`src/rtl/up_macros.svh`:
```
`ifndef UP_MACROS_SVH
`define UP_MACROS_SVH

// Architecture widths.
`define UP_DATA_W 8
`define UP_ADDR_W 8

// Program occupies 0x00-0x7F, data from here up.
`define UP_DATA_BASE 8'h80

`endif

```
`src/rtl/upPkg.sv`:
```
package upPkg;

	typedef enum logic [3:0] {
		OP_HALT = 4'd0,
		OP_LDA  = 4'd1,
		OP_STA  = 4'd2,
		OP_ALU  = 4'd3,
		OP_JMP  = 4'd4
	} opcodeT;

	typedef enum logic [3:0] {
		ADD = 4'd0,
		SUB = 4'd1,
		AND = 4'd2,
		OR  = 4'd3,
		XOR = 4'd4
	} aluFuncT;

	typedef enum logic [3:0] {
		ALWAYS  = 4'd0,
		IFZERO  = 4'd1,
		IFCARRY = 4'd2
	} jumpCondT;

	// Upper nibble is always the opcode.
	typedef struct packed {
		opcodeT  opcode;
		aluFuncT func;
	} aluViewT;

	typedef struct packed {
		opcodeT   opcode;
		jumpCondT cond;
	} jumpViewT;

	typedef union packed {
		aluViewT  alu;
		jumpViewT jump;
	} instrT;

	typedef struct packed {
		logic zero;
		logic carry;
	} flagsT;

	typedef enum logic [1:0] {
		IDLE    = 2'd0,
		FETCH   = 2'd1,
		OPERAND = 2'd2,
		EXECUTE = 2'd3
	} stateT;

endpackage

```
`src/rtl/upMemory.sv`:
```
`include "up_macros.svh"

module upMemory (
	input  logic                  clk,
	input  logic                  nRst,
	input  logic [`UP_ADDR_W-1:0] address,
	input  logic [`UP_DATA_W-1:0] writeData,
	input  logic                  we,
	output logic [`UP_DATA_W-1:0] readData
);

	localparam int Depth = 1 << `UP_ADDR_W;

	logic [`UP_DATA_W-1:0] mem [0:Depth-1];

	assign readData = mem[address]; // Combinational read.

	always_ff @(posedge clk or negedge nRst) begin
		if (!nRst) begin
			for (int i = 0; i < Depth; i++) begin
				mem[i] <= '0;
			end
		end else if (we) begin
			mem[address] <= writeData;
		end
	end

endmodule

```
`src/rtl/upAlu.sv`:
```
`include "up_macros.svh"

module upAlu (
	input  logic [`UP_DATA_W-1:0] a,
	input  logic [`UP_DATA_W-1:0] b,
	input  upPkg::aluFuncT        func,
	output logic [`UP_DATA_W-1:0] result,
	output upPkg::flagsT          flags
);

	// One extra bit holds carry out or borrow.
	logic [`UP_DATA_W:0] sum;
	logic [`UP_DATA_W:0] diff;
	logic                carryOut;

	assign sum  = {1'b0, a} + {1'b0, b};
	assign diff = {1'b0, a} - {1'b0, b};

	always_comb begin
		result   = b; // Unknown function passes the operand.
		carryOut = 1'b0;
		case (func)
			upPkg::ADD: begin
				result   = sum[`UP_DATA_W-1:0];
				carryOut = sum[`UP_DATA_W];
			end
			upPkg::SUB: begin
				result   = diff[`UP_DATA_W-1:0];
				carryOut = diff[`UP_DATA_W]; // Borrow.
			end
			upPkg::AND: result = a & b;
			upPkg::OR:  result = a | b;
			upPkg::XOR: result = a ^ b;
			default: ;
		endcase
	end

	assign flags.zero  = (result == '0);
	assign flags.carry = carryOut;

endmodule

```
`src/rtl/upDatapath.sv`:
```
`include "up_macros.svh"

module upDatapath (
	input  logic                  clk,
	input  logic                  nRst,
	input  logic [`UP_DATA_W-1:0] memData,
	input  logic [`UP_DATA_W-1:0] aluResult,
	input  upPkg::flagsT          aluFlags,
	input  logic                  memSel,
	input  logic                  irLoad,
	input  logic                  addrLoad,
	input  logic                  pcInc,
	input  logic                  pcLoad,
	input  logic                  accLoad,
	input  logic                  accSrc,
	input  logic                  flagsLoad,
	input  logic                  runStart,
	output logic [`UP_ADDR_W-1:0] memAddr,
	output upPkg::instrT          instr,
	output logic [`UP_DATA_W-1:0] acc,
	output upPkg::flagsT          flags
);

	logic [`UP_ADDR_W-1:0] pc;
	logic [`UP_ADDR_W-1:0] addrReg;
	upPkg::flagsT          flagsNext;

	assign memAddr = memSel ? addrReg : pc; // High selects the operand.

	// --------------------------------------------------
	// Program counter.
	// --------------------------------------------------
	always_ff @(posedge clk or negedge nRst) begin
		if (!nRst) begin
			pc <= '0;
		end else if (runStart) begin
			pc <= '0;
		end else if (pcLoad) begin
			pc <= addrReg; // Taken jump.
		end else if (pcInc) begin
			pc <= pc + 1'b1;
		end
	end

	// --------------------------------------------------
	// Instruction and operand address.
	// --------------------------------------------------
	always_ff @(posedge clk) begin
		if (irLoad) begin
			instr <= upPkg::instrT'(memData);
		end
		if (addrLoad) begin
			addrReg <= memData;
		end
	end

	// --------------------------------------------------
	// Accumulator and flags.
	// --------------------------------------------------
	always_comb begin
		if (accSrc) begin
			flagsNext = aluFlags;
		end else begin
			flagsNext.zero  = (memData == '0); // Load sets zero only.
			flagsNext.carry = 1'b0;
		end
	end

	always_ff @(posedge clk or negedge nRst) begin
		if (!nRst) begin
			acc   <= '0;
			flags <= '0;
		end else begin
			if (accLoad) begin
				acc <= accSrc ? aluResult : memData;
			end
			if (flagsLoad) begin
				flags <= flagsNext;
			end
		end
	end

endmodule

```
`src/rtl/upControl.sv`:
```
module upControl (
	input  logic         clk,
	input  logic         nRst,
	input  logic         run,
	input  upPkg::instrT instr,
	input  upPkg::flagsT flags,
	output logic         memSel,
	output logic         irLoad,
	output logic         addrLoad,
	output logic         pcInc,
	output logic         pcLoad,
	output logic         accLoad,
	output logic         accSrc,
	output logic         flagsLoad,
	output logic         runStart,
	output logic         memWe,
	output logic         busy
);

	upPkg::stateT state;
	upPkg::stateT stateNext;
	logic         jumpTaken;

	// --------------------------------------------------
	// Jump condition.
	// --------------------------------------------------
	always_comb begin
		case (instr.jump.cond)
			upPkg::ALWAYS:  jumpTaken = 1'b1;
			upPkg::IFZERO:  jumpTaken = flags.zero;
			upPkg::IFCARRY: jumpTaken = flags.carry;
			default:        jumpTaken = 1'b0; // Never taken.
		endcase
	end

	// --------------------------------------------------
	// Sequencer and decode.
	// --------------------------------------------------
	always_comb begin
		stateNext = state;
		memSel    = 1'b0;
		irLoad    = 1'b0;
		addrLoad  = 1'b0;
		pcInc     = 1'b0;
		pcLoad    = 1'b0;
		accLoad   = 1'b0;
		accSrc    = 1'b0;
		flagsLoad = 1'b0;
		runStart  = 1'b0;
		memWe     = 1'b0;

		case (state)
			upPkg::IDLE: begin
				if (run) begin
					runStart  = 1'b1;
					stateNext = upPkg::FETCH;
				end
			end

			upPkg::FETCH: begin
				irLoad    = 1'b1;
				pcInc     = 1'b1;
				stateNext = upPkg::OPERAND;
			end

			upPkg::OPERAND: begin
				addrLoad  = 1'b1;
				pcInc     = 1'b1;
				stateNext = upPkg::EXECUTE;
			end

			upPkg::EXECUTE: begin
				memSel    = 1'b1; // Memory sees the operand address.
				stateNext = upPkg::FETCH;
				case (instr.alu.opcode)
					upPkg::OP_LDA: begin
						accLoad   = 1'b1;
						flagsLoad = 1'b1;
					end
					upPkg::OP_STA: begin
						memWe = 1'b1;
					end
					upPkg::OP_ALU: begin
						accLoad   = 1'b1;
						accSrc    = 1'b1;
						flagsLoad = 1'b1;
					end
					upPkg::OP_JMP: begin
						pcLoad = jumpTaken;
					end
					default: begin
						stateNext = upPkg::IDLE; // Halt or unknown opcode.
					end
				endcase
			end

			default: stateNext = upPkg::IDLE;
		endcase
	end

	always_ff @(posedge clk or negedge nRst) begin
		if (!nRst) begin
			state <= upPkg::IDLE;
		end else begin
			state <= stateNext;
		end
	end

	assign busy = (state != upPkg::IDLE);

endmodule

```
`src/rtl/upCore.sv`:
```
`include "up_macros.svh"

module upCore (
	input  logic                  clk,
	input  logic                  nRst,
	input  logic                  run,
	input  logic                  hostWe,
	input  logic [`UP_ADDR_W-1:0] hostAddr,
	input  logic [`UP_DATA_W-1:0] hostData,
	output logic                  busy,
	output logic [`UP_DATA_W-1:0] acc,
	output upPkg::flagsT          flags,
	output logic [`UP_DATA_W-1:0] memOut
);

	logic [`UP_ADDR_W-1:0] coreAddr;
	logic [`UP_ADDR_W-1:0] memAddress;
	logic [`UP_DATA_W-1:0] memWriteData;
	logic                  memWriteEn;
	logic [`UP_DATA_W-1:0] aluResult;
	upPkg::flagsT          aluFlags;
	upPkg::instrT          instr;

	logic memSel;
	logic irLoad;
	logic addrLoad;
	logic pcInc;
	logic pcLoad;
	logic accLoad;
	logic accSrc;
	logic flagsLoad;
	logic runStart;
	logic memWe;

	// Host owns the memory port while the core is idle.
	assign memAddress   = busy ? coreAddr : hostAddr;
	assign memWriteData = busy ? acc : hostData;
	assign memWriteEn   = busy ? memWe : hostWe;

	upMemory i_upMemory (
		.clk       (clk),
		.nRst      (nRst),
		.address   (memAddress),
		.writeData (memWriteData),
		.we        (memWriteEn),
		.readData  (memOut)
	);

	upAlu i_upAlu (
		.a      (acc),
		.b      (memOut),
		.func   (instr.alu.func),
		.result (aluResult),
		.flags  (aluFlags)
	);

	upDatapath i_upDatapath (
		.clk       (clk),
		.nRst      (nRst),
		.memData   (memOut),
		.aluResult (aluResult),
		.aluFlags  (aluFlags),
		.memSel    (memSel),
		.irLoad    (irLoad),
		.addrLoad  (addrLoad),
		.pcInc     (pcInc),
		.pcLoad    (pcLoad),
		.accLoad   (accLoad),
		.accSrc    (accSrc),
		.flagsLoad (flagsLoad),
		.runStart  (runStart),
		.memAddr   (coreAddr),
		.instr     (instr),
		.acc       (acc),
		.flags     (flags)
	);

	upControl i_upControl (
		.clk       (clk),
		.nRst      (nRst),
		.run       (run),
		.instr     (instr),
		.flags     (flags),
		.memSel    (memSel),
		.irLoad    (irLoad),
		.addrLoad  (addrLoad),
		.pcInc     (pcInc),
		.pcLoad    (pcLoad),
		.accLoad   (accLoad),
		.accSrc    (accSrc),
		.flagsLoad (flagsLoad),
		.runStart  (runStart),
		.memWe     (memWe),
		.busy      (busy)
	);

endmodule

```
`config.mk`:
```
export PLATFORM = sky130hd
export DESIGN_NAME = upCore
export DESIGN_NICKNAME = d
export VERILOG_FILES = /design/src/rtl/upPkg.sv /design/src/rtl/upMemory.sv /design/src/rtl/upAlu.sv /design/src/rtl/upDatapath.sv /design/src/rtl/upControl.sv /design/src/rtl/upCore.sv
export VERILOG_INCLUDE_DIRS = /design/src /design/src/rtl
export SDC_FILE = /design/constraint.sdc
export NUM_CORES = 2
export LEC_CHECK = 0
export ABC_CLOCK_PERIOD_IN_PS = 5900
export BUFFER_PORTS_ARGS = -buffer_cell sky130_fd_sc_hd__buf_2
export CAP_MARGIN = 20
export CORE_ASPECT_RATIO = 2
export CORE_MARGIN = 10
export CORE_UTILIZATION = 44
export CTS_CLUSTER_SIZE = 30
export DETAILED_ROUTE_END_ITERATION = 16
export PLACE_DENSITY = 0.67
export SKIP_LAST_GASP = 1
export SLEW_MARGIN = 20
export SYNTH_ARGS = -nofsm -noshare
export SYNTH_HDL_FRONTEND = slang
export SYNTH_SLANG_ARGS = --single-unit
```
`constraint.sdc`:
```
create_clock -name clk -period 5.9 [get_ports clk]
set_input_delay 1.18 -clock clk [delete_from_list [all_inputs] [get_ports clk]]
set_output_delay 1.18 -clock clk [all_outputs]
set_load 0.05 [all_outputs]
```
# Yosys cells after proc, flatten, opt, wreduce, memory -nomap -nowiden
# Cells that the tools add are included.
# classes
n_addsub	3
mul	0
n_div	0
order_cmp	2
n_eq_ne	12
n_shift	0
muxes	35
bitwise	4
n_reduce_logical	10
# op_table
cell	count
$bwmux W2048	1
$mux W8	10
$bmux W8 S8	1
$demux W8 S8	1
$pmux W8 S5	1
$eq A4 B2 Y1 const B	4
$logic_not A8 Y1	2
$mux W1	16
$add A8 B8 Y9	1
$ge A9 B9 Y1 const B	1
$lt A9 B1 Y1 const B	1
$not A8 Y9	1
$sub A8 B8 Y9	1
$add A8 B1 Y8 const B	1
$and A8 B8 Y8	1
$eq A4 B1 Y1 const B	2
$eq A4 B3 Y1 const B	2
$or A8 B8 Y8	1
$pmux W2 S4	1
$xor A8 B8 Y8	1
$eq A2 B2 Y1 const B	2
$logic_not A4 Y1	1
$mux W2	2
$reduce_or A2 Y1	2
other kinds (9)	9
# word_totals
regBits	2084
latch_bits	0
ramBits	0
rom_bits	0
output_inout_bits	19
elab_cells	329
memories	0

# Longest topological paths before layout
# logic_depth
depth_word	12
mapped_depth	33
ltp_nobuf	26

# Modules after synthesis
# A second synthesis with hierarchy kept.
# hier_totals
cells_unflattened	6176
hier_area_um2	96562.6
# modules_own_cells
module	n_inst	cells_each	area_each_um2	seq_area_each_um2
upMemory	1	5827	93325.8	51249.2
upDatapath	1	119	1471.4	930.9
upAlu	1	178	1243.7	0.0
upControl	1	33	261.5	50.0
upCore	1	19	260.2	0.0

# Worst setup path before layout
# No wires, ideal clock.
# synth_path
path_kind	input to register
startpoint	input port hostAddr[0]
endpoint	register i_upDatapath.acc[6]
arrival_ps	6439
path_slack_ps	-660
stages	26
cell_sequence	nand2_1 > o21ai_2 > buf_2 > buf_6 > buf_2 > buf_2 > mux4_2 > mux4_2 > nand2_1 > a31oi_1 > a22oi_1 > nand2_1 > ha_1 > fa_1 > a21o_1 > a21oi_1 > o21bai_1 > a21oi_1 > nand2b_1 > a311oi_1 > inv_1 > o21ai_0 > a22oi_1 > nor2_1 > o21ai_0 > a22o_1
# synth_between
elab_chain_len	8
elab_cells_between_ends	12
cone_classes	add/sub (2); mux (6); bitwise (4)
# synth_rtl
element	line_no	source
start, declared	upCore.sv:8	input logic [`UP_ADDR_W-1:0] hostAddr,
$mux W8 (*)	upCore.sv:36	assign memAddress = busy ? coreAddr : hostAddr;
$not A8 Y9 (implied by the code) (*)	upMemory.sv:16	assign readData = mem[address];
$bmux W8 S8 (*)	upMemory.sv:16	
$mux W8 (implied by the code) (*) (2 in series)	upMemory.sv:16	
net memOut[0]	upCore.sv:13	output logic [`UP_DATA_W-1:0] memOut
$sub A8 B8 Y9 or $add A8 B8 Y9 (tied branches)	upAlu.sv:17, upAlu.sv:16	
$pmux W8 S5 (*)	upAlu.sv:22	case (func)
$mux W8 (*)	upDatapath.sv:75	acc <= accSrc ? aluResult : memData;
end signal, assigned	upDatapath.sv:75	
end, declared	upDatapath.sv:20	output logic [`UP_DATA_W-1:0] acc,
# The timed path passes the listed nets; every way through them passes the cells marked *. The select of a mux whose other input is x is not followed.
# A chain may end at the register's enable or synchronous reset.

# Worst setup path after layout
# layout_path
startpoint	register i_upControl.state[1]
endpoint	output port memOut[6]
# layout_between
elab_chain_len	8
elab_cells_between_ends	9
cone_classes	eq/ne (1); mux (6); bitwise (1); reduce/logical (1)
# layout_rtl
element	line_no	source
start, declared	upControl.sv:20	upPkg::stateT state;
start signal, assigned	upControl.sv:103	state <= upPkg::IDLE;
start signal, assigned	upControl.sv:105	state <= stateNext;
$eq A2 B2 Y1	upControl.sv:52	case (state)
$mux W1	upControl.sv:52	
$mux W8	upDatapath.sv:28	assign memAddr = memSel ? addrReg : pc;
$mux W8 (*)	upCore.sv:36	
$not A8 Y9 (implied by the code) (*)	upMemory.sv:16	
$bmux W8 S8 (*)	upMemory.sv:16	
$mux W8 (implied by the code) (*) (2 in series)	upMemory.sv:16	
end, declared	upCore.sv:13	
# Every way passes the cells marked *; elsewhere a longest branch is shown, timed or not. The select of a mux whose other input is x is not followed.

==> results.txt <==
Setup violations remaining at the end of the flow were counted as 14. The share of synthesized registers carrying an async set or reset is 99.2%. The post-placement worst setup slack came out at -1.13 ns. In this run the clock root is driven by a clkbuf_16. The later pin in the worst-skew pair is clocked with a latency of 0.87 ns. The worst setup path is captured at a primary output. Across all hold checks on the routed design, the worst slack comes to 0.240 ns.

The worst path uses 108% of the clock period. The number of vias per cell came out at between 6 and 7. For this block, the initial DRC count from the detailed router was 8000.

Sequential cells burn 24.7% of the power. The analysis attributes to cell leakage a power of 52.8 nW. The remaining design rule violation count is 0. The largest voltage drop on the vdd net came out at 0.613 mV. The pre-antenna-repair detailed-routing pass consisted of 9 iterations. The clock arrives with 0.0578 ns of skew. The total overflow left after global routing is 0. The via count of the first global-routing pass came out at 80800.

The ratio of total power to cell area came out at 663 nW/um^2. The clock tree from TritonCTS is yes. The remaining number of nets flagged by the antenna check after routing is 0.

The final net count came out at ~10000. The area growth from synthesis to final layout came out at 21.2%. The area fraction of the dominant cell type after synthesis came out at a little over half. The total standard cell area after synthesis is 94300 um^2.

The signal on the critical path passes through buf_6 > inv_6 > ha_4 > buf_6 > buf_6 > o21a_4 > buf_4 > buf_4 > buf_4 > buf_6 > o211ai_1 > buf_4 > a31oi_1 > nand4_1 > buf_6 > o31ai_1 > buf_4 > or4_4 > or4_4 > inv_4 > buf_8. After synthesis, the cell types taking the most area are dfrtp_1 (55%), a21oi_1 (11%), nor2_1 (9.7%). The tightest min-delay check is of the in2async type. The buffer levels on the longest clock path is 4. The internal power is approximately 42 mW. The highest clock rate is 0.157 GHz. The worst setup path is launched from a flip-flop. In this run the mean area of a mapped cell was roughly 9.7 um^2.

The layout has about 19000 filler cells. The final reports fail on negative setup slack. The portion of total power attributed to the clock network came out at between 10% and 20%. The starting utilization of the core area is between 40% and 50%. The maximum level of the CTS H-tree is 4. Leaving out fill and tap cells, the most frequent cell in the layout is nor2_1. The largest fanout on the critical path came out at 10.

The critical path is of the reg2out type. The routed wire length is 391000 um. The combinational share of power came out at 58.3%. Across all layers, the routed design uses 81000 vias. The placed wire-length estimate came out at 269000 um. The net switching power of the design came out at 34.2 mW. The worst path in the final design needs a cycle of 6.36 ns, including I/O delays and setup. The cell area reported after detailed placement is slightly above 100000 um^2. The transition time at the pin with the least slew margin is 1.47 ns. The first-pass GRT wire length is 564000 um.

The proportion of synthesized chip area in sequential cells is a little under three fifths. The width of the chip is 347 um. In this run, placement finished with an instance count of 12800. The post-route netlist has 20.5% of its cells at a drive strength greater than 1. The number of synthesis warnings is 0.

The slack of the critical path came out at -0.464 ns. The area of the core region came out at approximately 210000 um^2. The floorplan step defined a die boundary enclosing 234000 um^2. The post-layout instance area is 114000 um^2. The post-synth net total came out at 9759. The clock-pin slew reported for the worst setup and hold paths after clock tree synthesis is 0.07 ns. After floorplanning, the core was divided into 240 placement rows. The count of unique library cells instantiated by Yosys is 92. Setup repair after global routing could not meet its margin everywhere. The max-capacitance violation count is 0. The biggest area contributor in the post-synthesis netlist is dfrtp_1. The final count of hold timing violations came to 0. The initial antenna violation count is 21. After synthesis the netlist holds a flip-flop and latch count of 2084.

The clock sink total is 2084. The final weighted congestion in routability-driven placement came out at 1.01. The multi-input combinational cells in the finished layout cover a total of about 40000 um^2.

In this run the vertical extent of the chip is 675 um. The run finished, with violations left. The final total power came out at 75.8 mW. The count of buffers added on input and output ports is 38. The count of cells in the finished layout, fillers not included, comes to about 13000. Net switching is 45.1% of the power. The number of pins with negative max-slew slack in the final report is 0. Across every metal layer, demand over resource in global routing totals 32.9%.

The final routed wire length divided by cell count came out at approximately 29 um. The number of synthesized flops with an enable pin is 16. The largest individual stage delay along the critical path comes from the cell or4_4. Data on the critical path arrives at its endpoint at ~5.2 ns.

The pin count of the biggest net entering global routing is 192. The largest incremental delay on the critical path is 0.58 ns. The required time at the endpoint of the critical path is 4.72 ns. The cell count after synthesis came out at between 9000 and 10000. The relative slew slack came out at 2.21%. The number of clock buffers added by TritonCTS is 186. The area of all sequential standard cells came out at around 52000 um^2. Among all flip-flop cells after synthesis, the most frequent one is dfrtp_1.

The count of boundary I/O pins came out at 39. Leaving out fill and tap cells, the most frequent cells in the layout are nor2_1 (2402), a21oi_1 (2143), dfrtp_1 (2068).
-- cells in the mapped netlist, types with 17 or more instances --
cell	instances
nand4_1	45
clkbuf_1	570
inv_1	53
buf_2	112
nor2_1	2431
o22ai_1	37
mux2i_1	226
o211ai_1	81
a211oi_1	17
dfrtp_1	2068
nor3_1	29
nand3_1	268
mux4_2	278
nand2_1	689
o21ai_0	55
a21oi_1	2154
ha_1	19
nor4_1	18
a32oi_1	29
buf_4	64
buf_6	41
mux2_2	66
a22oi_1	35
a31oi_1	45
and3_1	18
-- routing by layer --
metal | track usage (%) | vias to the layer above | routed length [um]
li1 | - | 35000 | -
met1 | 34.2 | 40100 | 125000
met2 | 53.5 | 4273 | 184000
met3 | 7.00 | 1721 | 30800
met4 | 34.6 | 14 | 51700
met5 | 0 | - | 93
-- critical path: cells and delay by family (launching register included) --
kind            cells  cell delay (ns)
fa+ha+maj           1             0.22
buf+inv            13             1.84
flops               1             0.42
simple gates        3             1.27
compound gates      4             0.54
-- repair_timing --
| item | 4_1_cts | 5_1_grt |
|---|---|---|
| hold buffers | 0 | 0 |
| setup buffers | 100 | 100 |
| pin swaps | 61 | 78 |
| gates cloned | 16 | 4 |
| endpoints found under the setup margin | 17 | 16 |
| resized for setup | 261 | 179 |
-- state kept, by name (all words and copies together) (netlist names) --
register,cells
i_upDatapath.flags,2
i_upMemory.mem,2048
i_upDatapath.instr,8
i_upDatapath.acc,8
i_upControl.state,2
i_upDatapath.addrReg,8
i_upDatapath.pc,8
-- cell families after synthesis --
kind of cell	synth area share [%]
compound gates	15.2
xor+xnor	0.111
fa+ha+maj	0.273
buf+inv	4.15
flops	55.4
mux	9.97
simple gates	15.0
-- area by class of cell --
| type | count | share of cell area, % |
|---|---|---|
| flip-flops and latches | 2084 | 45.7 |
| multi-input cells | 6780 | 34.5 |
| well taps | 2783 | 3.05 |
| inverters | 55 | 0.196 |
| clock buffers | 269 | 4.75 |
| diodes | 12 | 0.0263 |
| clock inverters | 60 | 0.737 |
| repair buffers | 1295 | 11.0 |
-- worst paths after layout --
kind	slack, ns	to	from	depth (start not counted)
max	-0.46	memOut[6]	i_upControl.state[1]	21
min	0.24	i_upMemory.mem[1444]	nRst	1
max reg2reg	-0.30	i_upDatapath.flags[1]	i_upControl.state[1]	30
min reg2reg	0.52	i_upMemory.mem[335]	i_upMemory.mem[335]	2
max in group asynchronous	3.77	i_upMemory.mem[216]	nRst	3
min in group clk	0.52	i_upMemory.mem[335]	i_upMemory.mem[335]	2
-- power groups by stage --
stage                     sequential (mW)  combinational, mW  clock (mW)
after global placement               18.7               36.6           0
final                                18.7               44.2        12.9
after floorplan                      18.4               18.7           0
after global routing                 19.0               45.0        13.5
after detailed placement             18.9               36.8           0
after CTS                            18.6               40.7        13.0
-- through the flow --
step | util, % | setup TNS, ns
2_1_floorplan | - | 0
3_3_place_gp | 48.7 | -9.66
3_5_place_dp | 48.7 | -9.10
4_1_cts | 52.8 | -1.80
5_1_grt | 53.5 | -4.43
6_report | 53.5 | -3.05
Note: power is estimated with default switching activity, not from simulation.
